===== config.mk =====
export PLATFORM = sky130hd
export DESIGN_NAME = sk_encode_ctrl
export DESIGN_NICKNAME = d
export VERILOG_FILES = /design/src/hw/sk_encode_pkg.sv /design/src/hw/sk_encode_ctrl.sv
export SDC_FILE = /design/constraint.sdc
export NUM_CORES = 1
export LEC_CHECK = 0
export ABC_CLOCK_PERIOD_IN_PS = 5300
export BUFFER_PORTS_ARGS = -buffer_cell sky130_fd_sc_hd__clkbuf_2
export CAP_MARGIN = 10
export CORE_MARGIN = 1
export CORE_UTILIZATION = 52
export CTS_BUF_LIST = sky130_fd_sc_hd__clkbuf_8
export DETAILED_ROUTE_END_ITERATION = 8
export PLACE_DENSITY = 0.86
export REMOVE_ABC_BUFFERS = 1
export SYNTH_ARGS = -nofsm -noshare
export SYNTH_HDL_FRONTEND = slang
export SYNTH_SLANG_ARGS = --single-unit

===== constraint.sdc =====
create_clock -name clk -period 5.3 [get_ports clk]
set_input_delay 1.06 -clock clk [delete_from_list [all_inputs] [get_ports clk]]
set_output_delay 1.06 -clock clk [all_outputs]
set_load 0.01 [all_outputs]

===== src/hw/sk_encode_pkg.sv =====
`default_nettype none

package sk_encode_pkg;

    // ==============================
    // ML-DSA constants and widths
    // ==============================

    localparam logic [22:0] MLDSA_Q = 23'd8380417;

    localparam int COEFF_WIDTH       = 24;
    localparam int ROW_COEFFS        = 4;
    localparam int ETA_BITS          = 3;
    localparam int GROUP_WIDTH       = 24;
    localparam int WORD_WIDTH        = 32;
    localparam int GROUPS_PER_BUFFER = 4;
    localparam int WORDS_PER_BUFFER  = 3;

    // ==============================
    // Data types
    // ==============================

    // Coefficient 0 sits in the lowest 24 bits of the row.
    typedef logic [ROW_COEFFS-1:0][COEFF_WIDTH-1:0] coeff_row_t;

    // Eight 3-bit codes, coefficient 0 lowest.
    typedef logic [GROUP_WIDTH-1:0] group_t;

    typedef logic [WORD_WIDTH-1:0] key_word_t;

    // The same 96 bits are filled as four groups and drained as three words.
    typedef union packed {
        group_t    [GROUPS_PER_BUFFER-1:0] groups;
        key_word_t [WORDS_PER_BUFFER-1:0]  words;
    } sk_pack_buffer_t;

endpackage

`default_nettype wire

===== src/hw/sk_encode_ctrl.sv =====
`timescale 1ns/10ps
`default_nettype none

module sk_encode_ctrl
    import sk_encode_pkg::*;
#(
    parameter int ADDR_WIDTH = 12,
    parameter int MLDSA_N    = 256,
    parameter int POLY_COUNT = 15
) (
    input  wire                   clk,
    input  wire                   reset_n,
    input  wire                   start,
    input  wire  [ADDR_WIDTH-1:0] src_base_addr,
    input  wire  [ADDR_WIDTH-1:0] dest_base_addr,
    input  wire                   group_valid,
    input  wire                   group_error,
    input  wire                   word_written,
    output logic                  run,
    output logic                  flush,
    output logic [ADDR_WIDTH-1:0] src_base,
    output logic [ADDR_WIDTH-1:0] dest_base,
    output logic                  busy,
    output logic                  done,
    output logic                  error
);

    localparam int TOTAL_WORDS = MLDSA_N * POLY_COUNT * ETA_BITS / WORD_WIDTH;
    localparam int WCNT_W      = $clog2(TOTAL_WORDS + 1);

    localparam logic [1:0] ST_IDLE = 2'd0;
    localparam logic [1:0] ST_RUN  = 2'd1;
    localparam logic [1:0] ST_DONE = 2'd2;

    logic [1:0]        state;
    logic [WCNT_W-1:0] word_cnt;
    logic              start_run;
    logic              abort;
    logic              last_word;

    assign start_run = (state == ST_IDLE) && start;
    assign abort     = (state == ST_RUN) && group_valid && group_error;
    assign last_word = word_written && (word_cnt == WCNT_W'(TOTAL_WORDS - 1));

    // Flush clears the pipeline before a run and throws away a failed one.
    assign flush = start_run || abort;
    assign run   = (state == ST_RUN);
    assign busy  = run;
    assign done  = (state == ST_DONE);

    always_ff @(posedge clk) begin
        if (start_run) begin
            src_base  <= src_base_addr;
            dest_base <= dest_base_addr;
        end
    end

    always_ff @(posedge clk or negedge reset_n) begin
        if (!reset_n) begin
            state    <= ST_IDLE;
            word_cnt <= '0;
            error    <= 1'b0;
        end else begin
            case (state)
                ST_IDLE: begin
                    if (start) begin
                        state    <= ST_RUN;
                        word_cnt <= '0;
                        error    <= 1'b0;
                    end
                end
                ST_RUN: begin
                    if (abort) begin
                        state <= ST_IDLE;
                        error <= 1'b1;
                    end else if (last_word) begin
                        state <= ST_DONE;
                    end else if (word_written) begin
                        word_cnt <= word_cnt + 1'b1;
                    end
                end
                default: begin
                    state <= ST_IDLE;
                end
            endcase
        end
    end

endmodule

`default_nettype wire


==> flow_summary.json <==
{
  "finish.utilization_pct": 72.4,
  "fin_nets": 191,
  "synth-warning-count": 0,
  "worst_hold_startpoint": "error",
  "hold_buffers": 0,
  "period_minus_slack_ns": 2.65,
  "p_leak_nw": 0.832,
  "grt_antenna_before_repair": 0,
  "finalSetupViolations": 0,
  "maxSlewHeadroom_pct": 32.5,
  "setup_slack_ns": 2.65,
  "end_kind": "output port",
  "area_growth_pct": 30.2,
  "netlist_area_um2": 1400,
  "dieArea_um2": 2910,
  "crit_path_frequent_cell": "clkbuf_2",
  "cts_setup_buffers": 0,
  "cp_slowest_cell": "o21ai_0",
  "wirelength_mm": 2.89,
  "r2r-start": "state[1]",
  "initial_utilization_pct": 55.6,
  "drc": 0,
  "worstPathCellList": "clkbuf_2 > nand2_1 > o21ai_0 > clkbuf_2",
  "final_area_um2": 1830,
  "grt_usage_pct": 20.9,
  "gp_congestion": 0.861,
  "cp.arrival_ns": 1.59,
  "status": "complete, no violations",
  "cts_buffers": 5,
  "yosys.area.top_type": "edfxtp_1",
  "diodes": 0,
  "hold_path_class": "register to register",
  "worst_slew_pin_slew_ns": 1.01,
  "grt_pass1_vias": 928,
  "cp_max_fo": 5,
  "postSynthAreaPerCell_um2": 14.5,
  "p_per_area_nw_per_um2": 384,
  "clockBufferDepth": 2,
  "yosys-top-cells-area": "edfxtp_1, dfrtp_1, nand2_1",
  "fin_crit_sh_pct": 50.0,
  "drtAntennaViolNets": 0,
  "cap_violations": 0,
  "synth_cell_types": 29,
  "drv_slew": 0,
  "root_buffer": "clkbuf_8",
  "ys_ff_latch": 36,
  "die_width_um": 53.9,
  "cts_resized": 0,
  "synth_common_cells": "edfxtp_1, nand2_1, dfrtp_1",
  "worst-path-buf-inv": 2,
  "max_stage_delay_ns": 0.18,
  "insertion_delay_ns": 0.28,
  "async_flop_share_pct": 33.3,
  "route.vias.total": 1044,
  "htree_levels": 2,
  "die_h_um": 53.9,
  "yosysMostFrequentCell": "edfxtp_1",
  "cts.sinks": 36,
  "hold_ws_ns": 0.500,
  "drive_gt1_share_pct": 44.7,
  "io_pins": 59,
  "grt_pass1_wl_mm": 4.06,
  "seq_area_frac_synth_pct": 72.8,
  "cts_tree": "built",
  "synth_edf_count": 24,
  "min_path_cells": 2,
  "synth_top_area_share_pct": 51.4,
  "rsz0062_at_grt": "no",
  "crit_path_start_kind": "input port",
  "drt_iter0_markers": 32,
  "instances_no_fill": 191,
  "syn_inst": 97,
  "rows": 18,
  "avgViaCountPerCell": 5.47,
  "cp.required_ns": 4.24,
  "clock_skew_ns": 0.00731,
  "wl_per_cell_um": 15.2,
  "fillers": 183,
  "hpwl_mm": 2.18,
  "coreArea_um2": 2520,
  "ir_worst_vdd_uv": 281,
  "rr_endpoint": "word_cnt[5]",
  "clk_pin_slew_ns": 0.06,
  "dr.pass1.iters": 4,
  "placed_area_um2": 1720,
  "pre_cts_ws_ns": 2.65,
  "crit_family": "buffers and inverters",
  "min_delay_worst_endpoint": "error",
  "synth_ff_type": "edfxtp_1",
  "reg2reg_depth": 5,
  "dp_cells": 183,
  "grt.overflow.total": 0,
  "critical_path_class": "input port to output port",
  "finalHoldViolCount": 0,
  "tns_ns": 0,
  "power_mw": 0.701,
  "max_freq_ghz": 0.377,
  "reg2reg_slack_ns": 3.29,
  "io_buffers": 58,
  "grt_max_degree": 30
}
[worst reg2reg max path: stages (launching register included)]
cell	delay [ns]
dfrtp_1	0.48
nor2_1	0.14
nand2_1	0.15
inv_1	0.78
nor2_1	0.08
a31o_2	0.28
[power breakdown]
group          internal (mW)  leakage, nW  switching (mW)  total, mW
Sequential             0.339        0.385          0.0194      0.358
Clock                  0.138       0.0593          0.0917      0.229
Combinational         0.0442        0.388          0.0696      0.114
Total                  0.520        0.832           0.181      0.701
[area by class of cell]
class	count	area [um2]	area share, %
timing repair buffer	58	290	15.9
tap	30	37.5	2.06
sequential	36	1020	55.9
inverter	3	11.3	0.617
clock inverter	3	38.8	2.12
clock buffer	5	68.8	3.77
multi-input combinational	56	358	19.6
[layer usage]
metal	vias to the layer above	track usage (%)	part of all wire, %
met3	8	6.21	12
met5	-	0	0
met4	0	9.21	1.9
li1	479	-	-
met1	480	24.7	40
met2	77	35.2	47
[kinds of logic (layout without fill, tap and decap cells)]
family | count (synthesis) | count (layout) | share of synthesized area, %
flops | 36 | 36 | 72.8
xor+xnor | 4 | 4 | 2.50
simple gates | 41 | 41 | 17.1
mux | 1 | 1 | 0.714
compound gates | 9 | 9 | 4.28
fa+ha+maj | 1 | 1 | 0.892
buf+inv | 5 | 69 | 1.69
[how the worst max path moves through the flow]
| stage | start | slack [ns] | cells past startpoint | end |
|---|---|---|---|---|
| 6_report | group_error | 2.65 | 4 | flush |
| 4_1_cts | group_error | 2.64 | 4 | flush |
| 5_1_grt | group_error | 2.56 | 4 | flush |
| 3_5_place_dp | group_error | 2.65 | 4 | flush |
| 2_1_floorplan | group_error | 2.79 | 2 | flush |
| 3_3_place_gp | start | 2.71 | 4 | flush |
[state kept, by name (all words and copies together), names as in the netlist]
name and cells:
dest_base 12, error 1, src_base 12, state 2, word_cnt 9
[cells in the final DEF (no fill, tap or decap), types with 3 or more instances in the layout]
cell	netlist	layout
clkbuf_2	0	58
clkbuf_8	0	5
dfrtp_1	12	12
edfxtp_1	24	24
inv_1	3	4
nand2_1	13	13
nand3_1	3	3
nand4_1	3	3
nor2_1	7	7
o21ai_0	4	4
xnor2_1	4	4
No activity file was read; power rests on OpenSTA's default activity.
