File: config.mk
export PLATFORM = sky130hd
export DESIGN_NAME = sk_fetch
export DESIGN_NICKNAME = d
export VERILOG_FILES = /design/src/hw/sk_encode_pkg.sv /design/src/hw/sk_fetch.sv
export SDC_FILE = /design/constraint.sdc
export NUM_CORES = 1
export LEC_CHECK = 0
export ABC_AREA = 1
export BUFFER_PORTS_ARGS = -buffer_cell sky130_fd_sc_hd__clkbuf_2
export CORE_UTILIZATION = 54
export DETAILED_ROUTE_END_ITERATION = 10
export PLACE_DENSITY_LB_ADDON = 0.25
export SYNTH_ARGS = -nofsm -noshare
export SYNTH_HDL_FRONTEND = slang
export SYNTH_SLANG_ARGS = --single-unit
File: constraint.sdc
create_clock -name clk -period 3.1 [get_ports clk]
set_input_delay 0.465 -clock clk [delete_from_list [all_inputs] [get_ports clk]]
set_output_delay 0.465 -clock clk [all_outputs]
set_load 0.02 [all_outputs]
File: src/hw/sk_encode_pkg.sv
`default_nettype none

package sk_encode_pkg;

    // ==============================
    // ML-DSA constants and widths
    // ==============================

    localparam logic [22:0] MLDSA_Q = 23'd8380417;

    localparam int COEFF_WIDTH       = 24;
    localparam int ROW_COEFFS        = 4;
    localparam int ETA_BITS          = 3;
    localparam int GROUP_WIDTH       = 24;
    localparam int WORD_WIDTH        = 32;
    localparam int GROUPS_PER_BUFFER = 4;
    localparam int WORDS_PER_BUFFER  = 3;

    // ==============================
    // Data types
    // ==============================

    // Coefficient 0 sits in the lowest 24 bits of the row.
    typedef logic [ROW_COEFFS-1:0][COEFF_WIDTH-1:0] coeff_row_t;

    // Eight 3-bit codes, coefficient 0 lowest.
    typedef logic [GROUP_WIDTH-1:0] group_t;

    typedef logic [WORD_WIDTH-1:0] key_word_t;

    // The same 96 bits are filled as four groups and drained as three words.
    typedef union packed {
        group_t    [GROUPS_PER_BUFFER-1:0] groups;
        key_word_t [WORDS_PER_BUFFER-1:0]  words;
    } sk_pack_buffer_t;

endpackage

`default_nettype wire
File: src/hw/sk_fetch.sv
`timescale 1ns/10ps
`default_nettype none

module sk_fetch
    import sk_encode_pkg::*;
#(
    parameter int ADDR_WIDTH       = 12,
    parameter int MLDSA_N          = 256,
    parameter int POLY_COUNT       = 15,
    parameter int GROUP_FIFO_DEPTH = 4
) (
    input  wire                   clk,
    input  wire                   reset_n,
    input  wire                   run,
    input  wire                   flush,
    input  wire  [ADDR_WIDTH-1:0] src_base,
    input  wire                   group_credit,
    output logic                  rd_en,
    output logic [ADDR_WIDTH-1:0] rd_addr_a,
    output logic [ADDR_WIDTH-1:0] rd_addr_b
);

    localparam int TOTAL_ROWS  = MLDSA_N * POLY_COUNT / ROW_COEFFS;
    localparam int TOTAL_PAIRS = TOTAL_ROWS / 2;
    localparam int PAIR_W      = $clog2(TOTAL_PAIRS + 1);
    localparam int CREDIT_W    = $clog2(GROUP_FIFO_DEPTH + 1);

    logic [PAIR_W-1:0]   pair_cnt;
    logic [CREDIT_W-1:0] credits;
    logic                pairs_left;

    // A read pair goes out only while a FIFO slot is reserved for its group.
    assign pairs_left = (pair_cnt != PAIR_W'(TOTAL_PAIRS));
    assign rd_en      = run && !flush && pairs_left && (credits != '0);

    // Row a is the even row of the pair and row b the odd one.
    assign rd_addr_a = src_base + ADDR_WIDTH'({pair_cnt, 1'b0});
    assign rd_addr_b = rd_addr_a + ADDR_WIDTH'(1);

    always_ff @(posedge clk or negedge reset_n) begin
        if (!reset_n) begin
            pair_cnt <= '0;
            credits  <= CREDIT_W'(GROUP_FIFO_DEPTH);
        end else if (flush) begin
            pair_cnt <= '0;
            credits  <= CREDIT_W'(GROUP_FIFO_DEPTH);
        end else begin
            if (rd_en) begin
                pair_cnt <= pair_cnt + 1'b1;
            end
            case ({rd_en, group_credit})
                2'b10:   credits <= credits - 1'b1;
                2'b01:   credits <= credits + 1'b1;
                default: credits <= credits;
            endcase
        end
    end

endmodule

`default_nettype wire

==> impl_metrics.yaml <==
outcome:
  status: "finished, violations left"
  violations: "design-rule violations"
cts:
  clk_pin_slew_ps: 80
  clk_latency_ps: 280
  cts_buffers: 3
  cts_hold_buf: 0
  clockBufferDepth: 2
  tritoncts: "yes"
  root_buffer: "clkbuf_4"
  htree_levels: 1
  cts.sinks: 12
floorplan:
  core_sq_mm: 0.00281
  fp-row-count: 19
  dieArea_sq_mm: 0.00323
  initial_core_util_pct: 57.9
  io_pins: 42
  die-height_microns: 56.8
  die_x_microns: 56.8
global_route:
  grt_max_degree: 13
  globalRoute.totalOverflow: 0
  grt_pass1_vias: 1484
  grt_pass1_wl_microns: 5690
  antenna_found_initial: 0
  grt_util_all_layers_pct: 22.0
pwr:
  pwr-share-comb_pct: 47.4
  peakVddDrop_mv: 0.320
  sw_frac_of_total_pct: 42.2
  p_sw_mw: 0.223
  cellPowerDensity_mw_per_mm2: 279
  finalPower_mw: 0.530
  power_frac_seq_pct: 33.1
  leakagePower_nw: 1.08
  power_frac_clock_pct: 19.4
  p_int_mw: 0.306
cells_and_area:
  finalNonFillerCells: 328
  drive_above_1_share_pct: 28.6
  layout.nets: 329
  antennaDiodeCount: 0
  fillCellCount: 279
  syn_to_final_growth_pct: 17.2
  final-seq-area_sq_um: 302
  multiInputGateArea_sq_mm: 0.00114
placed_design:
  numPortBuffers: 41
  dpl.hpwl_microns: 2680
  post-place-cells: 322
  gp_congestion: 0.867
timing:
  drv_slew: 0
  timing.final.crit_share_pct: 95.0
  setup_viol: 0
  finalSetupTns_ps: 0
  tightestPinTransition_ps: 318
  fin_skew_ps: 8.66
  max_freq_ghz: 0.340
  maxSlewHeadroom_pct: 78.8
  hold_violations: 0
  period_needed_ps: 2940
setup_path:
  endpoint_kind: "output pin"
  crit_buf_inv: 3
  arrival_ps: 2480
  cp-start-kind: "flop"
  cpMostUsedCell: "nor2_4"
  slowest_stage: "fa_1"
  cp_max_fo: 3
  crit_chain: "ha_1 -> inv_1 -> fa_1 -> inv_2 -> nand2_1 -> nor2_4 -> nand3_1 -> nor2_4 -> nand2_2 -> nor2_4 -> xor2_1 -> clkbuf_2"
  max_stage_delay_ps: 450
  cp.required_ps: 2630
  critPathKind: "reg2out"
  crit_family: "adder cells"
synth:
  synth_area_leader_cell: "dfrtp_1"
  synth_ff_type: "dfrtp_1"
  synth_area_per_cell_sq_um: 6.44
  synth_edf_count: 0
  syn_nets: 283
  ys_ff_latch: 12
  seq_area_frac_synth_pct: 18.6
  netlist.area_leader.share_pct: 17.0
  netlist_instances: 252
  yosys-top-cells-area: "dfrtp_1 17%, nand2_1 17%, ha_1 9.3%, inv_1 8.6%, nand3_1 6.2%"
  ys_warn_count: 0
  netlist_area_sq_mm: 0.00162
  synth_cell_types: 30
  synthArstFlopShare_pct: 100
routing:
  vias: 1639
  via_per_inst: 5.00
  wire_per_inst_microns: 9.84
  drc: 4
  drt_iter0_markers: 59
  wl_met1_microns: 1380
  met2WireLength_microns: 1680
  drt_pre_antenna_iters: 7
  dr_wl_met3_microns: 80
  routed_wl_microns: 3230
  top_layer: "met4"
  ant_nets: 0
worst_hold_path:
  hp-class: "in2async"
flow_run:
  maxCapViolations: 0
## per-layer routing
layer,global-route usage [%],vias up
li1,-,883
met1,25.3,712
met2,41.3,36
met3,1.38,8
met4,10.1,0
met5,0,-
## kinds of logic (layout without fill, tap and decap cells)
family,count (synthesis),after routing,synth area share [%]
simple gates,151,151,47.6
buf+inv,48,93,11.3
xor+xnor,9,9,4.86
flops,12,12,18.6
compound gates,18,18,5.94
fa+ha+maj,14,14,11.7
## through the flow
step                      util [%]  hold WS (ps)  setup WS [ps]  instance area (sq um)
after detailed placement      66.1           365            264                   1860
final                         67.8          59.3            156                   1900
after CTS                     67.1          58.6            101                   1880
after floorplan                  -           169            277                   1620
after global routing          67.8          74.9          -26.5                   1900
after global placement        66.1           364            297                   1860
## synthesized netlist by cell type (2+ instances only)
library cell and number:
fa_1 2, xor2_1 7, nor2_2 2, xnor2_1 2, nand2_4 5, nor3_1 3, inv_1 37, nand3_1 20
nand4_1 6, nor2_4 5, a21oi_1 8, nand2_2 8, ha_1 12, nand3_2 2, nand2_1 73, nor3_2 2
nor2_1 21, dfrtp_1 11, o21ai_1 3, o21ai_0 5, inv_2 9
## placed cells by master, fill, tap and decap left out, types with 2 or more instances in the layout
cell type  instances
nand2_1           73
clkbuf_2          41
inv_1             36
nor2_1            21
nand3_1           19
ha_1              12
dfrtp_1           11
inv_2             10
nand2_2            8
a21oi_1            8
xor2_1             7
nand4_1            6
nand2_4            5
nor2_4             5
o21ai_0            5
nand3_2            3
o21ai_1            3
nor3_1             3
clkbuf_4           3
nor2_2             2
xnor2_1            2
nor3_2             2
fa_1               2
buf_4              2
## final cells by class
| type | count | share of cell area [%] |
|---|---|---|
| inverter | 46 | 9.08 |
| tap | 31 | 2.04 |
| timing repair buffer | 43 | 11.6 |
| multi-input combinational | 192 | 60.1 |
| clock buffer | 4 | 1.38 |
| sequential | 12 | 15.9 |
## timing repair
| action | CTS | global route |
|---|---|---|
| setup endpoints to repair | 0 | 4 |
| gates resized for setup | 0 | 2 |
| hold endpoints to repair | 0 | 0 |
| setup buffers | 0 | 2 |
## flip-flops by register name, indices dropped and copies added (netlist names)
| register | flops |
|---|---|
| credits | 3 |
| pair_cnt | 9 |
## power by group through the flow
stage | sequential [mW] | clock [mW] | combinational, mW
floorplan | 0.178 | 0 | 0.181
global placement | 0.178 | 0 | 0.242
detailed placement | 0.179 | 0 | 0.244
CTS | 0.176 | 0.106 | 0.247
global route | 0.177 | 0.113 | 0.281
finish | 0.176 | 0.103 | 0.251
## final timing paths
| check | startpoint | endpoint | slack (ps) | cells past startpoint |
|---|---|---|---|---|
| max reg2reg | pair_cnt[0]$_DFFE_PN0P_ | credits[2]$_DFFE_PN1P_ | 750 | 14 |
| min reg2reg | credits[2]$_DFFE_PN1P_ | credits[2]$_DFFE_PN1P_ | 490 | 2 |
| min in group clk | flush | credits[2]$_DFFE_PN1P_ | 470 | 3 |
| min | reset_n | pair_cnt[3]$_DFFE_PN0P_ | 60 | 1 |
| max in group asynchronous | reset_n | credits[2]$_DFFE_PN1P_ | 2740 | 1 |
| max | pair_cnt[0]$_DFFE_PN0P_ | rd_addr_b[8] | 160 | 12 |
Power figures use the tool's default switching activity.
