===== config.mk =====
export PLATFORM = sky130hd
export DESIGN_NAME = sk_pack
export DESIGN_NICKNAME = d
export VERILOG_FILES = /design/src/hw/sk_encode_pkg.sv /design/src/hw/sk_pack.sv
export SDC_FILE = /design/constraint.sdc
export NUM_CORES = 1
export LEC_CHECK = 0
export BUFFER_PORTS_ARGS = -buffer_cell sky130_fd_sc_hd__buf_2
export CORE_MARGIN = 1.5
export CORE_UTILIZATION = 55
export DETAILED_ROUTE_END_ITERATION = 12
export PLACE_DENSITY = 0.74
export SYNTH_ARGS = -nofsm -noshare
export SYNTH_HDL_FRONTEND = slang
export SYNTH_SLANG_ARGS = --single-unit

===== constraint.sdc =====
create_clock -name clk -period 2.95 [get_ports clk]
set_input_delay 0.295 -clock clk [delete_from_list [all_inputs] [get_ports clk]]
set_output_delay 0.295 -clock clk [all_outputs]
set_load 0.01 [all_outputs]

===== src/hw/sk_encode_pkg.sv =====
`default_nettype none

package sk_encode_pkg;

    // ==============================
    // ML-DSA constants and widths
    // ==============================

    localparam logic [22:0] MLDSA_Q = 23'd8380417;

    localparam int COEFF_WIDTH       = 24;
    localparam int ROW_COEFFS        = 4;
    localparam int ETA_BITS          = 3;
    localparam int GROUP_WIDTH       = 24;
    localparam int WORD_WIDTH        = 32;
    localparam int GROUPS_PER_BUFFER = 4;
    localparam int WORDS_PER_BUFFER  = 3;

    // ==============================
    // Data types
    // ==============================

    // Coefficient 0 sits in the lowest 24 bits of the row.
    typedef logic [ROW_COEFFS-1:0][COEFF_WIDTH-1:0] coeff_row_t;

    // Eight 3-bit codes, coefficient 0 lowest.
    typedef logic [GROUP_WIDTH-1:0] group_t;

    typedef logic [WORD_WIDTH-1:0] key_word_t;

    // The same 96 bits are filled as four groups and drained as three words.
    typedef union packed {
        group_t    [GROUPS_PER_BUFFER-1:0] groups;
        key_word_t [WORDS_PER_BUFFER-1:0]  words;
    } sk_pack_buffer_t;

endpackage

`default_nettype wire

===== src/hw/sk_pack.sv =====
`timescale 1ns/10ps
`default_nettype none

module sk_pack
    import sk_encode_pkg::*;
#(
    parameter int ADDR_WIDTH       = 12,
    parameter int GROUP_FIFO_DEPTH = 4,
    parameter int KEY_CREDITS      = 2
) (
    input  wire                   clk,
    input  wire                   reset_n,
    input  wire                   flush,
    input  wire  [ADDR_WIDTH-1:0] dest_base,
    input  wire                   group_valid,
    input  wire  group_t          group_data,
    input  wire                   key_credit,
    output logic                  group_credit,
    output logic                  key_wr_en,
    output logic [ADDR_WIDTH-1:0] key_wr_addr,
    output key_word_t             key_wr_data,
    output logic                  word_written
);

    localparam int PTR_W   = (GROUP_FIFO_DEPTH > 1) ? $clog2(GROUP_FIFO_DEPTH) : 1;
    localparam int COUNT_W = $clog2(GROUP_FIFO_DEPTH + 1);
    localparam int KCRED_W = $clog2(KEY_CREDITS + 1);

    group_t                fifo_mem [GROUP_FIFO_DEPTH];
    logic [PTR_W-1:0]      wr_ptr;
    logic [PTR_W-1:0]      rd_ptr;
    logic [COUNT_W-1:0]    fifo_count;
    logic                  push;
    logic                  pop;
    sk_pack_buffer_t       pack_buf;
    logic [2:0]            fill_cnt;
    logic [1:0]            word_idx;
    logic                  draining;
    logic [KCRED_W-1:0]    key_credits;
    logic [ADDR_WIDTH-1:0] word_cnt;

    function automatic logic [PTR_W-1:0] ptr_next(input logic [PTR_W-1:0] ptr);
        return (ptr == PTR_W'(GROUP_FIFO_DEPTH - 1)) ? '0 : ptr + 1'b1;
    endfunction

    // ==============================
    // Fill and drain handshake
    // ==============================

    // The buffer takes groups until it is full, then gives up all three words.
    assign push     = group_valid && !flush;
    assign draining = (fill_cnt == 3'(GROUPS_PER_BUFFER));
    assign pop      = !flush && !draining && (fifo_count != '0);

    // Every group leaving the FIFO hands its slot back to the fetch stage.
    assign group_credit = pop;

    assign key_wr_en    = draining && !flush && (key_credits != '0);
    assign word_written = key_wr_en;
    assign key_wr_data  = pack_buf.words[word_idx];
    assign key_wr_addr  = dest_base + word_cnt;

    always_ff @(posedge clk) begin
        if (push) begin
            fifo_mem[wr_ptr] <= group_data;
        end
        if (pop) begin
            pack_buf.groups[fill_cnt[1:0]] <= fifo_mem[rd_ptr];
        end
    end

    always_ff @(posedge clk or negedge reset_n) begin
        if (!reset_n) begin
            wr_ptr     <= '0;
            rd_ptr     <= '0;
            fifo_count <= '0;
            fill_cnt   <= '0;
            word_idx   <= '0;
            word_cnt   <= '0;
        end else if (flush) begin
            wr_ptr     <= '0;
            rd_ptr     <= '0;
            fifo_count <= '0;
            fill_cnt   <= '0;
            word_idx   <= '0;
            word_cnt   <= '0;
        end else begin
            if (push) begin
                wr_ptr <= ptr_next(wr_ptr);
            end
            if (pop) begin
                rd_ptr <= ptr_next(rd_ptr);
            end
            case ({push, pop})
                2'b10:   fifo_count <= fifo_count + 1'b1;
                2'b01:   fifo_count <= fifo_count - 1'b1;
                default: fifo_count <= fifo_count;
            endcase
            if (pop) begin
                fill_cnt <= fill_cnt + 1'b1;
            end else if (key_wr_en) begin
                word_cnt <= word_cnt + 1'b1;
                if (word_idx == 2'(WORDS_PER_BUFFER - 1)) begin
                    word_idx <= '0;
                    fill_cnt <= '0;
                end else begin
                    word_idx <= word_idx + 1'b1;
                end
            end
        end
    end

    // Sink credits are outstanding outside the design, so a flush keeps them.
    always_ff @(posedge clk or negedge reset_n) begin
        if (!reset_n) begin
            key_credits <= KCRED_W'(KEY_CREDITS);
        end else begin
            case ({key_credit, key_wr_en})
                2'b10:   key_credits <= key_credits + 1'b1;
                2'b01:   key_credits <= key_credits - 1'b1;
                default: key_credits <= key_credits;
            endcase
        end
    end

endmodule

`default_nettype wire


==> metrics <==
status=complete, no violations; Syn Nets=616; HP Class=input pin to register; Req. time, crit path=2.65 ns; num rows=46; synthesized area per cell=16.4 um^2; CTS Buf Count=22; number of distinct library cells after synthesis=54; DR pass1 iterations=5; Mapped Cells=551; clock share of power=35.2%; Initial Util=56.5%; Critical Path Source Type=register; max-slew violations=0; Fill cells=1142; RSZ-0062 raised after global routing=false; n_diodes=0; area delta synth->final=16.2%; Comb pwr share=13.1%; Worst-path clk slew=0.06 ns; #FFs+latches synth=218; sequential share of the synthesized area=71.0%; Post-route DRC=0; Die Span X=131 um; crit-path max FO=5; final worst path period share=96.8%; share of layout cells above drive strength 1=25.3%; number of flops mapped to enable cells by yosys=192; Die Y=131 um; Crit. End Element=primary output; setup tns final=0 ns; hold slack=0.0112 ns; Die ar.=0.0172 mm^2; most instantiated cells after synthesis=192 x edfxtp_1, 45 x nand2_1, 42 x o21ai_0; nets=726; top-area cell type share of the netlist area=63.7%; actual slew at the worst max-slew pin=0.684 ns; Max-slew headroom=54.4%; main flop type after synthesis=edfxtp_1; Syn Std Cell Area=0.00904 mm^2; worst-case clock buffer depth=3; root buffer cell=clkbuf_16; Clock Skews=0.00965 ns; vias in the first global route=5158; max-cap violation count=0; CP arrival=2.56 ns; Core ar.=0.0160 mm^2; crit path kind=register to primary output; Pwr Density=694 mW/mm^2; Synth async-reset ratio=11.9%; total track usage=19.9%; Synth area leaders=edfxtp_1 64%, dfrtp_1 6.9%, mux4_2 6.0%; Ports=88; area leader, netlist=edfxtp_1; Sw Pwr=1.77 mW; TritonCTS clock tree=done; PortBufs=87; synth warn=0; DP HPWL=10700 um; LEAKAGE=3.68 nW; Routed Antenna Nets=0; first-pass GRT wire length=27100 um; internal power=5.52 mW; gp weighted congestion=0.800; Worst-Skew Late Latency=0.50 ns; grt ovf=0; final setup fails=0; DR iter-0 viols=279; count leader, synth=edfxtp_1; Sink Count=218; Detailed Route WL=16700 um; initial antenna violation count=0; CTS H-tree lvls=1; sequential power share=51.7%; vias=4977; routed vias/inst=5.57; final hold vios=0; maximum vdd drop=0.507 mV; largest net degree at the start of global routing=36; switching share of power=24.3%; f_max=0.350 GHz; Avg WL per Cell=18.7 um; power after layout=7.29 mW; fin crit period=2.85 ns
[final timing paths]
path | from | cells after the start | slack (ns) | to
hold / removal | group_data[22] | 1 | 0.01 | fifo_mem[1][22]
min in group asynchronous | reset_n | 2 | 0.34 | rd_ptr[0]
setup reg to reg | fill_cnt[0] | 7 | 0.73 | fifo_count[2]
max in group asynchronous | reset_n | 2 | 2.18 | word_cnt[0]
setup / recovery | word_cnt[0] | 7 | 0.1 | key_wr_addr[8]
hold reg to reg | key_credits[1] | 1 | 0.54 | key_credits[1]
[stage by stage]
| stage | cells | instance area, um^2 | setup WS, ns | util (%) |
|---|---|---|---|---|
| floorplan | 551 | 9040 | 0.716 | - |
| global placement | 845 | 9740 | 0.591 | 60.9 |
| detailed placement | 845 | 9740 | 0.563 | 60.9 |
| CTS | 893 | 10500 | 0.0342 | 65.6 |
| global route | 893 | 10500 | 0.00637 | 65.7 |
| finish | 893 | 10500 | 0.0953 | 65.7 |
[cell usage in the layout, fill, tap and decap left out, types with 2 or more instances in the layout]
cell	n
nor3_2	2
mux4_2	24
nor2b_1	3
mux2i_1	34
clkinv_1	4
inv_1	10
xor2_1	9
nand3_1	6
dfrtp_2	2
and2_1	7
a21o_1	3
buf_2	87
o2111ai_1	2
a2111oi_0	2
clkbuf_16	22
edfxtp_1	192
fa_1	2
dfrtp_1	23
or3_1	4
o21ai_0	42
or2_2	2
xnor2_1	12
dlygate4sd3_1	8
nand2_1	45
nor3_1	8
clkbuf_1	5
nor2_1	21
a211oi_1	3
clkinv_4	2
a21oi_1	14
ha_1	22
buf_4	13
and3_1	6
nand4_1	4
clkinvlp_4	2
clkinv_2	3
[per-layer routing]
| layer | share of wire [%] | track usage, % | vias to the layer above |
|---|---|---|---|
| met1 | 44 | 28.2 | 2455 |
| met3 | 6.8 | 2.97 | 27 |
| met5 | 0 | 0 | - |
| met4 | 1.9 | 5.18 | 0 |
| li1 | - | - | 2337 |
| met2 | 48 | 32.7 | 158 |
[registers in the layout, indices dropped and copies added, names as in the netlist]
signal and flops:
fifo_count 3, fifo_mem 96, fill_cnt 3, key_credits 2, pack_buf 96, rd_ptr 2, word_cnt 12, word_idx 2
wr_ptr 2
[critical path, cell delays in order, from the launching register on]
cell       delay (ns)
dfrtp_2          0.44
ha_1             0.22
fa_1             0.41
a21o_1           0.22
a2111oi_4        0.35
a21oi_1          0.14
xor2_1           0.15
buf_2            0.15
[what timing repair did]
action,CTS,global route
setup endpoints to repair,0,1
hold buffers,8,0
hold endpoints to repair,46,0
resized for setup,0,2
buffers inserted,0,0
[logic make-up after synthesis]
kind of cell / share of synthesized area [%]
AO/OA/AOI/OAI: 5.56
XOR/XNOR: 2.03
adder cells (fa/ha/maj): 3.49
buffers and inverters: 1.66
flip-flops: 71.0
multiplexers: 9.99
AND/OR/NAND/NOR: 6.32
[power by group through the flow]
stage	Sequential, mW	Clock [mW]	Combinational [mW]
2_1_floorplan	3.81	0	0.606
3_3_place_gp	3.82	0	0.925
3_5_place_dp	3.83	0	0.957
4_1_cts	3.77	2.61	0.970
5_1_grt	3.79	2.74	1.06
6_report	3.77	2.57	0.954
[cell type report]
| class | count | area [um^2] | share of cell area (%) |
|---|---|---|---|
| sequential | 218 | 6420 | 61.1 |
| inverter | 10 | 37.5 | 0.357 |
| clock buffer | 27 | 569 | 5.42 |
| tap | 216 | 270 | 2.57 |
| timing repair buffer | 108 | 613 | 5.83 |
| multi-input combinational | 301 | 2490 | 23.7 |
| clock inverter | 13 | 109 | 1.04 |
No activity file was read; power rests on OpenSTA's default activity.
