$ cat config.mk
export PLATFORM = sky130hd
export DESIGN_NAME = sk_eta_encode
export DESIGN_NICKNAME = d
export VERILOG_FILES = /design/src/hw/sk_encode_pkg.sv /design/src/hw/sk_eta_encode.sv
export SDC_FILE = /design/constraint.sdc
export NUM_CORES = 1
export LEC_CHECK = 0
export BUFFER_PORTS_ARGS = -buffer_cell sky130_fd_sc_hd__buf_2
export CAP_MARGIN = 20
export CORE_ASPECT_RATIO = 0.75
export CORE_MARGIN = 2
export CORE_UTILIZATION = 33
export CTS_CLUSTER_DIAMETER = 150
export DETAILED_ROUTE_END_ITERATION = 10
export PLACE_DENSITY = 0.79
export SETUP_SLACK_MARGIN = 0.1
export SLEW_MARGIN = 20
export SYNTH_ARGS = -nofsm -noshare
export SYNTH_HDL_FRONTEND = slang
export SYNTH_SLANG_ARGS = --single-unit
$ cat constraint.sdc
create_clock -name clk -period 0.8 [get_ports clk]
set_input_delay 0.12 -clock clk [delete_from_list [all_inputs] [get_ports clk]]
set_output_delay 0.12 -clock clk [all_outputs]
set_load 0.01 [all_outputs]
$ cat src/hw/sk_encode_pkg.sv
`default_nettype none

package sk_encode_pkg;

    // ==============================
    // ML-DSA constants and widths
    // ==============================

    localparam logic [22:0] MLDSA_Q = 23'd8380417;

    localparam int COEFF_WIDTH       = 24;
    localparam int ROW_COEFFS        = 4;
    localparam int ETA_BITS          = 3;
    localparam int GROUP_WIDTH       = 24;
    localparam int WORD_WIDTH        = 32;
    localparam int GROUPS_PER_BUFFER = 4;
    localparam int WORDS_PER_BUFFER  = 3;

    // ==============================
    // Data types
    // ==============================

    // Coefficient 0 sits in the lowest 24 bits of the row.
    typedef logic [ROW_COEFFS-1:0][COEFF_WIDTH-1:0] coeff_row_t;

    // Eight 3-bit codes, coefficient 0 lowest.
    typedef logic [GROUP_WIDTH-1:0] group_t;

    typedef logic [WORD_WIDTH-1:0] key_word_t;

    // The same 96 bits are filled as four groups and drained as three words.
    typedef union packed {
        group_t    [GROUPS_PER_BUFFER-1:0] groups;
        key_word_t [WORDS_PER_BUFFER-1:0]  words;
    } sk_pack_buffer_t;

endpackage

`default_nettype wire
$ cat src/hw/sk_eta_encode.sv
`timescale 1ns/10ps
`default_nettype none

module sk_eta_encode
    import sk_encode_pkg::*;
(
    input  wire        clk,
    input  wire        reset_n,
    input  wire        flush,
    input  wire        rd_valid,
    input  wire coeff_row_t rd_row_a,
    input  wire coeff_row_t rd_row_b,
    output logic       group_valid,
    output group_t     group_data,
    output logic       group_error
);

    logic [2*ROW_COEFFS-1:0][ETA_BITS-1:0] codes;
    logic [2*ROW_COEFFS-1:0]               bad;

    // Returns the invalid flag above the 3-bit code of (2 - coeff) mod q.
    function automatic logic [ETA_BITS:0] eta_map(input logic [COEFF_WIDTH-1:0] coeff);
        logic [ETA_BITS:0] res;
        case (coeff)
            COEFF_WIDTH'(0):              res = {1'b0, ETA_BITS'(2)};
            COEFF_WIDTH'(1):              res = {1'b0, ETA_BITS'(1)};
            COEFF_WIDTH'(2):              res = {1'b0, ETA_BITS'(0)};
            COEFF_WIDTH'(MLDSA_Q - 23'd1): res = {1'b0, ETA_BITS'(3)};
            COEFF_WIDTH'(MLDSA_Q - 23'd2): res = {1'b0, ETA_BITS'(4)};
            default:                      res = {1'b1, ETA_BITS'(0)};
        endcase
        return res;
    endfunction

    // Row a gives the low twelve bits of the group, row b the high twelve.
    always_comb begin
        for (int i = 0; i < ROW_COEFFS; i++) begin
            {bad[i], codes[i]} = eta_map(rd_row_a[i]);
            {bad[i + ROW_COEFFS], codes[i + ROW_COEFFS]} = eta_map(rd_row_b[i]);
        end
    end

    always_ff @(posedge clk) begin
        if (rd_valid) begin
            group_data <= codes;
        end
    end

    always_ff @(posedge clk or negedge reset_n) begin
        if (!reset_n) begin
            group_valid <= 1'b0;
            group_error <= 1'b0;
        end else begin
            group_valid <= rd_valid && !flush;
            group_error <= rd_valid && !flush && (|bad);
        end
    end

endmodule

`default_nettype wire

==> results.yml, run 1 <==
critical_path:
  required_ns: 0.94
  cp_max_fo: 2
  critPathLaunchType: "primary input"
  slowest_delay_ns: 0.54
  critPathSlowestCell: "or4_4"
  crit_chain: "buf_6 -> or4_4 -> or4b_4 -> o311a_1 -> nor4_2 -> a41oi_1"
  crit_arrival_ns: 1.91
  worstSetupPathType: "in -> reg"
  endpoint_kind: "flip-flop"
layout:
  antenna_cells: 0
  drive_above_1_share: 0.6840
  finish.utilization: 0.8030
  stdcell_count: 657
  final_nets: 773
  area_delta_synth_final_pct: 133.5
timing:
  worstMarginPinSlew_ns: 0.5335
  rsz0062_at_grt: "yes"
  finalSetupViolations: 49
  slew_viol_final: 0
  clock.fmax_mhz: 565.4
  hold_violations: 0
  postLayoutSetupSlackWorst_ns: -0.9688
  period_minus_slack_ns: 1.769
  timing.final.crit_share: 2.211
  slew_headroom: 0.6410
min_path:
  hp-start: "flush"
  holdPathEnd: "group_valid$_DFF_PN0_"
  min_path_cells: 3
  min_path_type: "in -> reg"
yosys:
  synthFlopType: "edfxtp_1"
  async_flop_share: 0.07692
  synth_area_per_cell_um2: 8.333
  synth_xor_area_frac: 0
  synthAdderAreaFrac: 0
  synth-seq-cells: 26
  synth_top_family_by_area: "simple AND/OR/NAND/NOR gates"
  synth_nets: 458
  ys_seq_area_frac: 0.3530
  synth.area.mux_share: 0
  synth-simple-area-share: 0.5175
  synth-edff-count: 24
  synth_compound_area_frac: 0.1054
  syn_area_um2: 2183
  yosysUniqueCellTypes: 44
  synth_cells: 262
  yosys_warnings: 0
grt:
  antenna_found_initial: 0
  grt_usage: 0.2684
  grt_overflow: 0
  grt_pass1_vias: 3669
  grt_max_degree: 15
  grt_pass1_wl_um: 15950
die:
  coreArea_um2: 6350
  dieArea_um2: 7290
  die_x_um: 97.93
  initial_utilization: 0.3438
  num_rows: 25
  fp.dieH_um: 74.44
  boundaryPins: 222
placement:
  gp_congestion: 0.8386
  place_inst: 644
  place_hpwl_um: 8503
  portBuffers: 221
pwr:
  power_density_nw_per_um2: 784.5
  p_leak_nw: 2.248
  vdd_ir_drop_max_mv: 0.7298
  power_mw: 4.000
routing:
  wirelength_um: 11410
  vias: 3733
  drc_errors: 0
  routedLengthMet1_um: 3897
  wl_met3_um: 669
  drt_iter0_drc: 112
  top_layer: "met4"
  first_pass_iters: 4
  viasPerCell: 5.682
  wl_met2_um: 6441
  routedWlPerCell_um: 17.37
  ant_nets: 0
flow_run:
  max-cap-violations: 0
clock_network:
  clock-sinks: 26
  clkTransAtPathRegs_ns: 0.09
  cts_buffers: 3
  clock-root-buffer: "clkbuf_8"
  htree_levels: 1
  cts_tree: "done"
  cts_buffer_depth: 2
run_status:
  violations: "negative setup slack"
  status: "finished, violations left"
-- area by class of cell --
cell class	instances	area (um^2)
timing repair buffer	310	2202
tap	81	101.3
multi-input combinational	222	1917
sequential	26	770.7
clock buffer	4	55.05
inverter	14	52.55
fill	424	1251
-- cell usage after synthesis (2+ instances only) --
| cell type | count | area [um^2] |
|---|---|---|
| a21o_1 | 2 | 15.01 |
| a21oi_1 | 6 | 30.03 |
| a31o_2 | 3 | 26.28 |
| a31oi_1 | 2 | 12.51 |
| and2_1 | 4 | 25.02 |
| and3_1 | 2 | 12.51 |
| and4_1 | 2 | 17.52 |
| dfrtp_1 | 2 | 50.05 |
| edfxtp_1 | 24 | 720.7 |
| inv_1 | 14 | 52.55 |
| nand2_1 | 22 | 82.58 |
| nand2b_1 | 4 | 25.02 |
| nand3_1 | 12 | 60.06 |
| nand4_1 | 35 | 219.0 |
| nand4b_1 | 10 | 87.58 |
| nor2_1 | 13 | 48.80 |
| nor3_1 | 20 | 100.1 |
| nor3b_1 | 2 | 15.01 |
| nor4_1 | 44 | 275.3 |
| o21ai_0 | 4 | 20.02 |
| o21bai_1 | 2 | 15.01 |
| or2_2 | 5 | 31.28 |
| or4_1 | 6 | 45.04 |
| or4b_1 | 2 | 20.02 |
-- placed cells by master, fill, tap and decap left out, types with 9 or more instances in the layout --
master and n:
nor4_4 15, nor4_2 13, nand4_1 35, nand3_1 10
nor2_1 9, edfxtp_1 24, nand4b_1 10, buf_4 64
nand2_1 16, nor4_1 17, buf_6 68, inv_1 12
buf_2 172, nor3_1 14
-- layer usage --
layer,GRT usage,up-vias
met5,0,-
met4,0.07099,0
met3,0.04605,42
met2,0.5441,192
met1,0.2940,1765
li1,-,1734
-- repair_timing --
action | in CTS | in global routing
hold endpoints to repair | 2 | 0
pin swaps | 30 | 39
hold buffers | 1 | 0
buffers inserted | 9 | 10
endpoints found under the setup margin | 51 | 51
resized for setup | 78 | 75
-- stage by stage --
step / setup TNS, ns / setup slack (ns) / instance area, um^2 / hold slack [ns]
6_report: -10.43 / -0.9688 / 5099 / 0.09935
5_1_grt: -12.33 / -1.012 / 5099 / 0.09172
4_1_cts: -9.877 / -0.9612 / 4679 / 0.09811
3_5_place_dp: -14.85 / -1.269 / 4219 / -0.08952
3_3_place_gp: -13.88 / -1.199 / 4219 / -0.09377
2_1_floorplan: -7.087 / -1.038 / 2386 / -0.1756
-- worst max-delay path by stage --
stage / start / endpoint / cells past startpoint
6_report: rd_row_b[26] / group_error$_DFF_PN0_ / 6
5_1_grt: rd_row_b[26] / group_error$_DFF_PN0_ / 6
4_1_cts: rd_row_b[28] / group_error$_DFF_PN0_ / 6
3_5_place_dp: rd_row_a[27] / group_error$_DFF_PN0_ / 7
3_3_place_gp: rd_row_a[27] / group_error$_DFF_PN0_ / 7
2_1_floorplan: rd_row_b[27] / group_error$_DFF_PN0_ / 5
-- sequential cells by signal (all words and copies together), names as in the netlist --
| name | flops |
|---|---|
| group_data | 24 |
| group_error | 1 |
| group_valid | 1 |
-- kinds of logic after synthesis --
kind of cell | count (synthesis)
flip-flops | 26
buffers and inverters | 14
AO/OA/AOI/OAI | 32
AND/OR/NAND/NOR | 190
-- worst max-delay path: cells and delay by family --
kind            cells  cell delay (ns)
compound gates      2             0.45
buf+inv             1             0.09
simple gates        3             1.25
-- power by group --
group	switching, mW	total [mW]	internal (mW)
clock	0.432	0.873	0.441
combinational	0.692	1.56	0.871
sequential	0.0191	1.56	1.55
total	1.14	4.00	2.86
(Power assumes the default switching activity.)
==> run 2: changes to the inputs <==
==> constraint.sdc (replaced) <==
create_clock -name clk -period 0.8 [get_ports clk]
set_input_delay 0.04 -clock clk [delete_from_list [all_inputs] [get_ports clk]]
set_output_delay 0.04 -clock clk [all_outputs]
set_load 0.01 [all_outputs]
==> run 2 against run 1 <==
Net effect: the run still ends with negative setup slack left; power shrank 0.45%; sequential share of layout area grew 0.47 points; first-iteration DRC count shrank 13%; critical path depth is the same; worst setup slack gained 0.12 ns; combinational power shrank 3%; sequential power is essentially flat; design area shrank 3.0%; global-route usage shrank 0.38 points; critical path type unchanged; critical endpoint unchanged; largest power group unchanged.
==> results.yml, run 2 (same netlist as run 1, synthesis figures left out) <==
clock_network:
  cts_tree: "done"
  clock-sinks: 26
  htree_levels: 1
  clkTransAtPathRegs_ns: 0.09
  clock-root-buffer: "clkbuf_8"
  cts_buffers: 3
  cts_buffer_depth: 2
routing:
  viasPerCell: 5.560
  drt_iter0_drc: 97
  vias: 3625
  first_pass_iters: 4
  ant_nets: 0
  wirelength_um: 10930
  drc_errors: 0
  routedWlPerCell_um: 16.76
layout:
  reg_top3: "group_data (24), group_error (1), group_valid (1)"
  final_nets: 768
  largest_reg_flops: 24
  antenna_cells: 0
  drive_above_1_share: 0.6708
  largest_register: "group_data"
  fin_area_um2: 4946
  final_cell_mix: "174 x buf_2, 69 x buf_4, 57 x buf_6"
  area_delta_synth_final_pct: 126.5
  n_fill_cell: 465
  layout_commonest_cell: "buf_2"
grt:
  grt_usage: 0.2646
  antenna_found_initial: 0
  grt_pass1_wl_um: 15590
  grt_max_degree: 26
  grt_pass1_vias: 3600
  grt_overflow: 0
critical_path:
  critPathLaunchType: "primary input"
  cp_max_fo: 2
  worstSetupPathType: "in -> reg"
  crit_arrival_ns: 1.79
  endpoint_kind: "flip-flop"
  required_ns: 0.95
placement:
  dpl_worst_slack_ns: -1.160
  portBuffers: 221
  place_hpwl_um: 8217
  gp_congestion: 0.8732
  place_area_um2: 4163
timing:
  postLayoutSetupSlackWorst_ns: -0.8465
  clock.fmax_mhz: 607.3
  hold_violations: 0
  period_minus_slack_ns: 1.647
  rsz0062_at_grt: "yes"
  timing.final.crit_share: 2.058
  slew_headroom: 0.6417
  finalSetupViolations: 45
  worst_hold_slack_ns: 0.02300
  slew_viol_final: 0
  worstMarginPinSlew_ns: 0.5342
die:
  coreArea_um2: 6350
  fp.dieH_um: 74.44
  initial_utilization: 0.3438
  die_x_um: 97.93
  num_rows: 25
  boundaryPins: 222
  dieArea_um2: 7290
run_status:
  violations: "negative setup slack"
  status: "finished, violations left"
flow_run:
  max-cap-violations: 0
min_path:
  min_path_type: "in -> reg"
pwr:
  power_density_nw_per_um2: 805.1
  p_leak_nw: 2.135
  vdd_ir_drop_max_mv: 0.5994
run 2: cell types whose count changed in the layout (fill, tap and decap cells not counted), moves of 2 or more:
| cell | delta |
|---|---|
| buf_2 | +2 |
| buf_4 | +5 |
| buf_6 | -11 |
| nor2_4 | -2 |
| nor3_4 | -2 |
| nor4_1 | +3 |
| nor4_2 | -3 |
run 2: through the flow:
step | utilization | setup TNS, ns | total power [mW] | std cells
after floorplan | - | -5.572 | 1.811 | 262
after global placement | 0.6556 | -11.62 | 2.768 | 639
after detailed placement | 0.6556 | -12.75 | 2.822 | 639
after CTS | 0.7346 | -6.085 | 3.870 | 649
after global routing | 0.7789 | -8.066 | 4.175 | 652
final | 0.7789 | -6.481 | 3.982 | 652
run 2: metal layers:
layer / wire length, um / global-route usage
met1: 3776 / 0.2641
met2: 6103 / 0.5510
met3: 640 / 0.05075
met4: 408 / 0.1003
met5: 0 / 0
run 2: area by class of cell:
| cell class | count | area, um^2 | area share |
|---|---|---|---|
| repair buffers | 305 | 2106 | 0.4258 |
| multi-input cells | 222 | 1861 | 0.3762 |
| flip-flops and latches | 26 | 770.7 | 0.1558 |
| well taps | 81 | 101.3 | 0.02049 |
| clock buffers | 4 | 55.05 | 0.01113 |
| inverters | 14 | 52.55 | 0.01062 |
run 2: path summary, 6_finish.rpt:
check	from	end	depth (start not counted)
worst max-delay path	rd_row_b[28]	group_error$_DFF_PN0_	6
worst min-delay path	flush	group_valid$_DFF_PN0_	3
max in group asynchronous	reset_n	group_error$_DFF_PN0_	2
min in group asynchronous	reset_n	group_valid$_DFF_PN0_	2
run 2: where the power goes:
| group | total, mW | internal, mW | switching [mW] |
|---|---|---|---|
| Sequential | 1.56 | 1.55 | 0.0194 |
| Clock | 0.898 | 0.441 | 0.457 |
| Combinational | 1.52 | 0.852 | 0.667 |
| Total | 3.98 | 2.84 | 1.14 |
run 2: timing repair:
item                                    CTS  global route
endpoints found under the hold margin     2             0
hold buffers                              1             0
pin swaps                                36            25
gates resized for setup                  81            50
buffers inserted                          9             7
endpoints found under the setup margin   49            51
cloned                                    0             0
run 2: worst max-delay path: stages:
cell and delay [ns]:
buf_6 0.09, or4_4 0.53, or4b_4 0.49, o311a_1 0.31
nor4_2 0.20, a41oi_1 0.13
==> run 3: changes to the inputs <==
--- a/config.mk
+++ b/config.mk
@@ -13,6 +13,7 @@
 export CTS_CLUSTER_DIAMETER = 150
 export DETAILED_ROUTE_END_ITERATION = 10
 export PLACE_DENSITY = 0.79
+export RECOVER_POWER = 100
 export SETUP_SLACK_MARGIN = 0.1
 export SLEW_MARGIN = 20
 export SYNTH_ARGS = -nofsm -noshare
==> run 3 against run 2 <==
Net effect: the run still ends with negative setup slack left; clock power about the same; design area down 0.91%; critical path type unchanged; power down 0.41%; sequential share of layout area up 0.14 points; clock-buffer cell count unchanged; worst setup slack worse by 0.00076 ns; first-iteration DRC count down 12%; hold slack about the same; core utilization down 0.71 points; highest routed layer unchanged.
==> results.yml, run 3 (same netlist as run 1, synthesis figures left out) <==
run_status:
  status: "finished, violations left"
  violations: "negative setup slack"
die:
  die_x_um: 97.93
  num_rows: 25
  fp.dieH_um: 74.44
  boundaryPins: 222
  initial_utilization: 0.3438
  coreArea_um2: 6350
  dieArea_um2: 7290
pwr:
  swShare: 0.2864
  p_int_mw: 2.830
  pwr-share-clk: 0.226
  p_leak_nw: 2.114
  seqPwrFrac: 0.395
  vdd_ir_drop_max_mv: 0.6000
  power_density_nw_per_um2: 809.2
  p_sw_mw: 1.136
  power_frac_comb: 0.379
layout:
  final_cell_mix: "173 x buf_2, 69 x buf_4, 57 x buf_6"
  regArea_um2: 770.7
  multi_input_area_um2: 1832
  reg_top3: "group_data (24), group_error (1), group_valid (1)"
  final_nets: 768
  area_delta_synth_final_pct: 124.5
  fin_area_um2: 4901
  antenna_cells: 0
  largest_register: "group_data"
  layout_commonest_cell: "buf_2"
  largest_reg_flops: 24
  n_fill_cell: 473
  drive_above_1_share: 0.6637
timing:
  clock.fmax_mhz: 607.1
  timing.final.crit_share: 2.059
  hold_violations: 0
  rsz0062_at_grt: "yes"
  slew_viol_final: 0
  postLayoutSetupSlackWorst_ns: -0.8473
  slew_headroom: 0.5427
  period_minus_slack_ns: 1.647
  finalSetupViolations: 46
  worstMarginPinSlew_ns: 0.6860
routing:
  vias: 3623
  drt_iter0_drc: 85
  drc_errors: 0
  routedWlPerCell_um: 16.74
  viasPerCell: 5.557
  first_pass_iters: 4
  wirelength_um: 10910
  ant_nets: 0
critical_path:
  critPathTopFamily: "simple AND/OR/NAND/NOR gates"
  required_ns: 0.95
  cp-startpoint: "rd_row_b[28]"
  endpoint_kind: "flip-flop"
  critPathLaunchType: "primary input"
  worstPathBufferInverterCount: 1
  crit_arrival_ns: 1.79
  worstSetupPathType: "in -> reg"
  slowest_delay_ns: 0.53
  cp_max_fo: 2
  crit_chain: "buf_6 -> or4_4 -> or4b_4 -> o311a_1 -> nor4_2 -> a41oi_1"
  critPathSlowestCell: "or4_4"
placement:
  gp_congestion: 0.8732
  portBuffers: 221
  dpl_worst_slack_ns: -1.160
  place_hpwl_um: 8217
  place_area_um2: 4163
grt:
  grt_max_degree: 26
  grt_pass1_vias: 3600
  grt_usage: 0.2646
  antenna_found_initial: 0
  grt_pass1_wl_um: 15590
  grt_overflow: 0
clock_network:
  clock-sinks: 26
  cts_tree: "done"
  cts_buffer_depth: 2
  htree_levels: 1
  clock-root-buffer: "clkbuf_8"
  clkTransAtPathRegs_ns: 0.09
  cts_buffers: 3
min_path:
  min_path_cells: 3
  holdPathEnd: "group_valid$_DFF_PN0_"
  min_path_type: "in -> reg"
  hp-start: "flush"
flow_run:
  max-cap-violations: 0
==> run 3: cell types whose count changed in the layout (fill, tap and decap cells not counted), sizes merged <==
cell	change
buf	-2
clkbuf	+2
==> run 3: final cells by class <==
class	count	area share
clock buffer	4	0.01123
inverter	14	0.01072
multi-input combinational	222	0.3738
sequential	26	0.1573
tap	81	0.02068
timing repair buffer	305	0.4263
==> run 3: tightest hold or removal path, stage by stage <==
cell      delay (ns)
buf_2           0.08
nand2b_1        0.11
inv_1           0.04
==> run 3: metal layers <==
| layer | up-vias | track usage | routed length [um] |
|---|---|---|---|
| met5 | - | 0 | 0 |
| met4 | 0 | 0.1003 | 383 |
| met3 | 37 | 0.05075 | 620 |
| met2 | 162 | 0.5510 | 6141 |
| met1 | 1692 | 0.2641 | 3769 |
| li1 | 1732 | - | - |
==> run 3: worst max path at each step <==
stage	cells after the start	endpoint
floorplan	5	group_error$_DFF_PN0_
global placement	6	group_error$_DFF_PN0_
detailed placement	6	group_error$_DFF_PN0_
CTS	6	group_error$_DFF_PN0_
global route	6	group_error$_DFF_PN0_
finish	6	group_error$_DFF_PN0_
==> run 3: power groups by stage <==
stage	sequential [mW]	clock, mW	combinational, mW
6_report	1.57	0.897	1.50
5_1_grt	1.57	0.987	1.60
4_1_cts	1.56	0.906	1.40
3_5_place_dp	1.59	0	1.23
3_3_place_gp	1.59	0	1.18
2_1_floorplan	1.64	0	0.176
==> run 3: repair_timing <==
| action | in CTS | in global routing |
|---|---|---|
| pin swaps | 36 | 25 |
| resized for setup | 81 | 50 |
| hold endpoints to repair | 2 | 0 |
| endpoints found under the setup margin | 49 | 51 |
| buffers inserted | 9 | 7 |
| hold buffers | 1 | 0 |
==> run 3: metrics by stage <==
stage | util | setup TNS [ns] | power (mW) | cells | hold slack [ns]
3_5_place_dp | 0.6556 | -12.75 | 2.822 | 639 | -0.1688
6_report | 0.7718 | -6.448 | 3.966 | 652 | 0.02343
3_3_place_gp | 0.6556 | -11.62 | 2.768 | 639 | -0.1726
2_1_floorplan | - | -5.572 | 1.811 | 262 | -0.2556
4_1_cts | 0.7346 | -6.085 | 3.870 | 649 | 0.02563
5_1_grt | 0.7718 | -8.087 | 4.160 | 652 | 0.02296
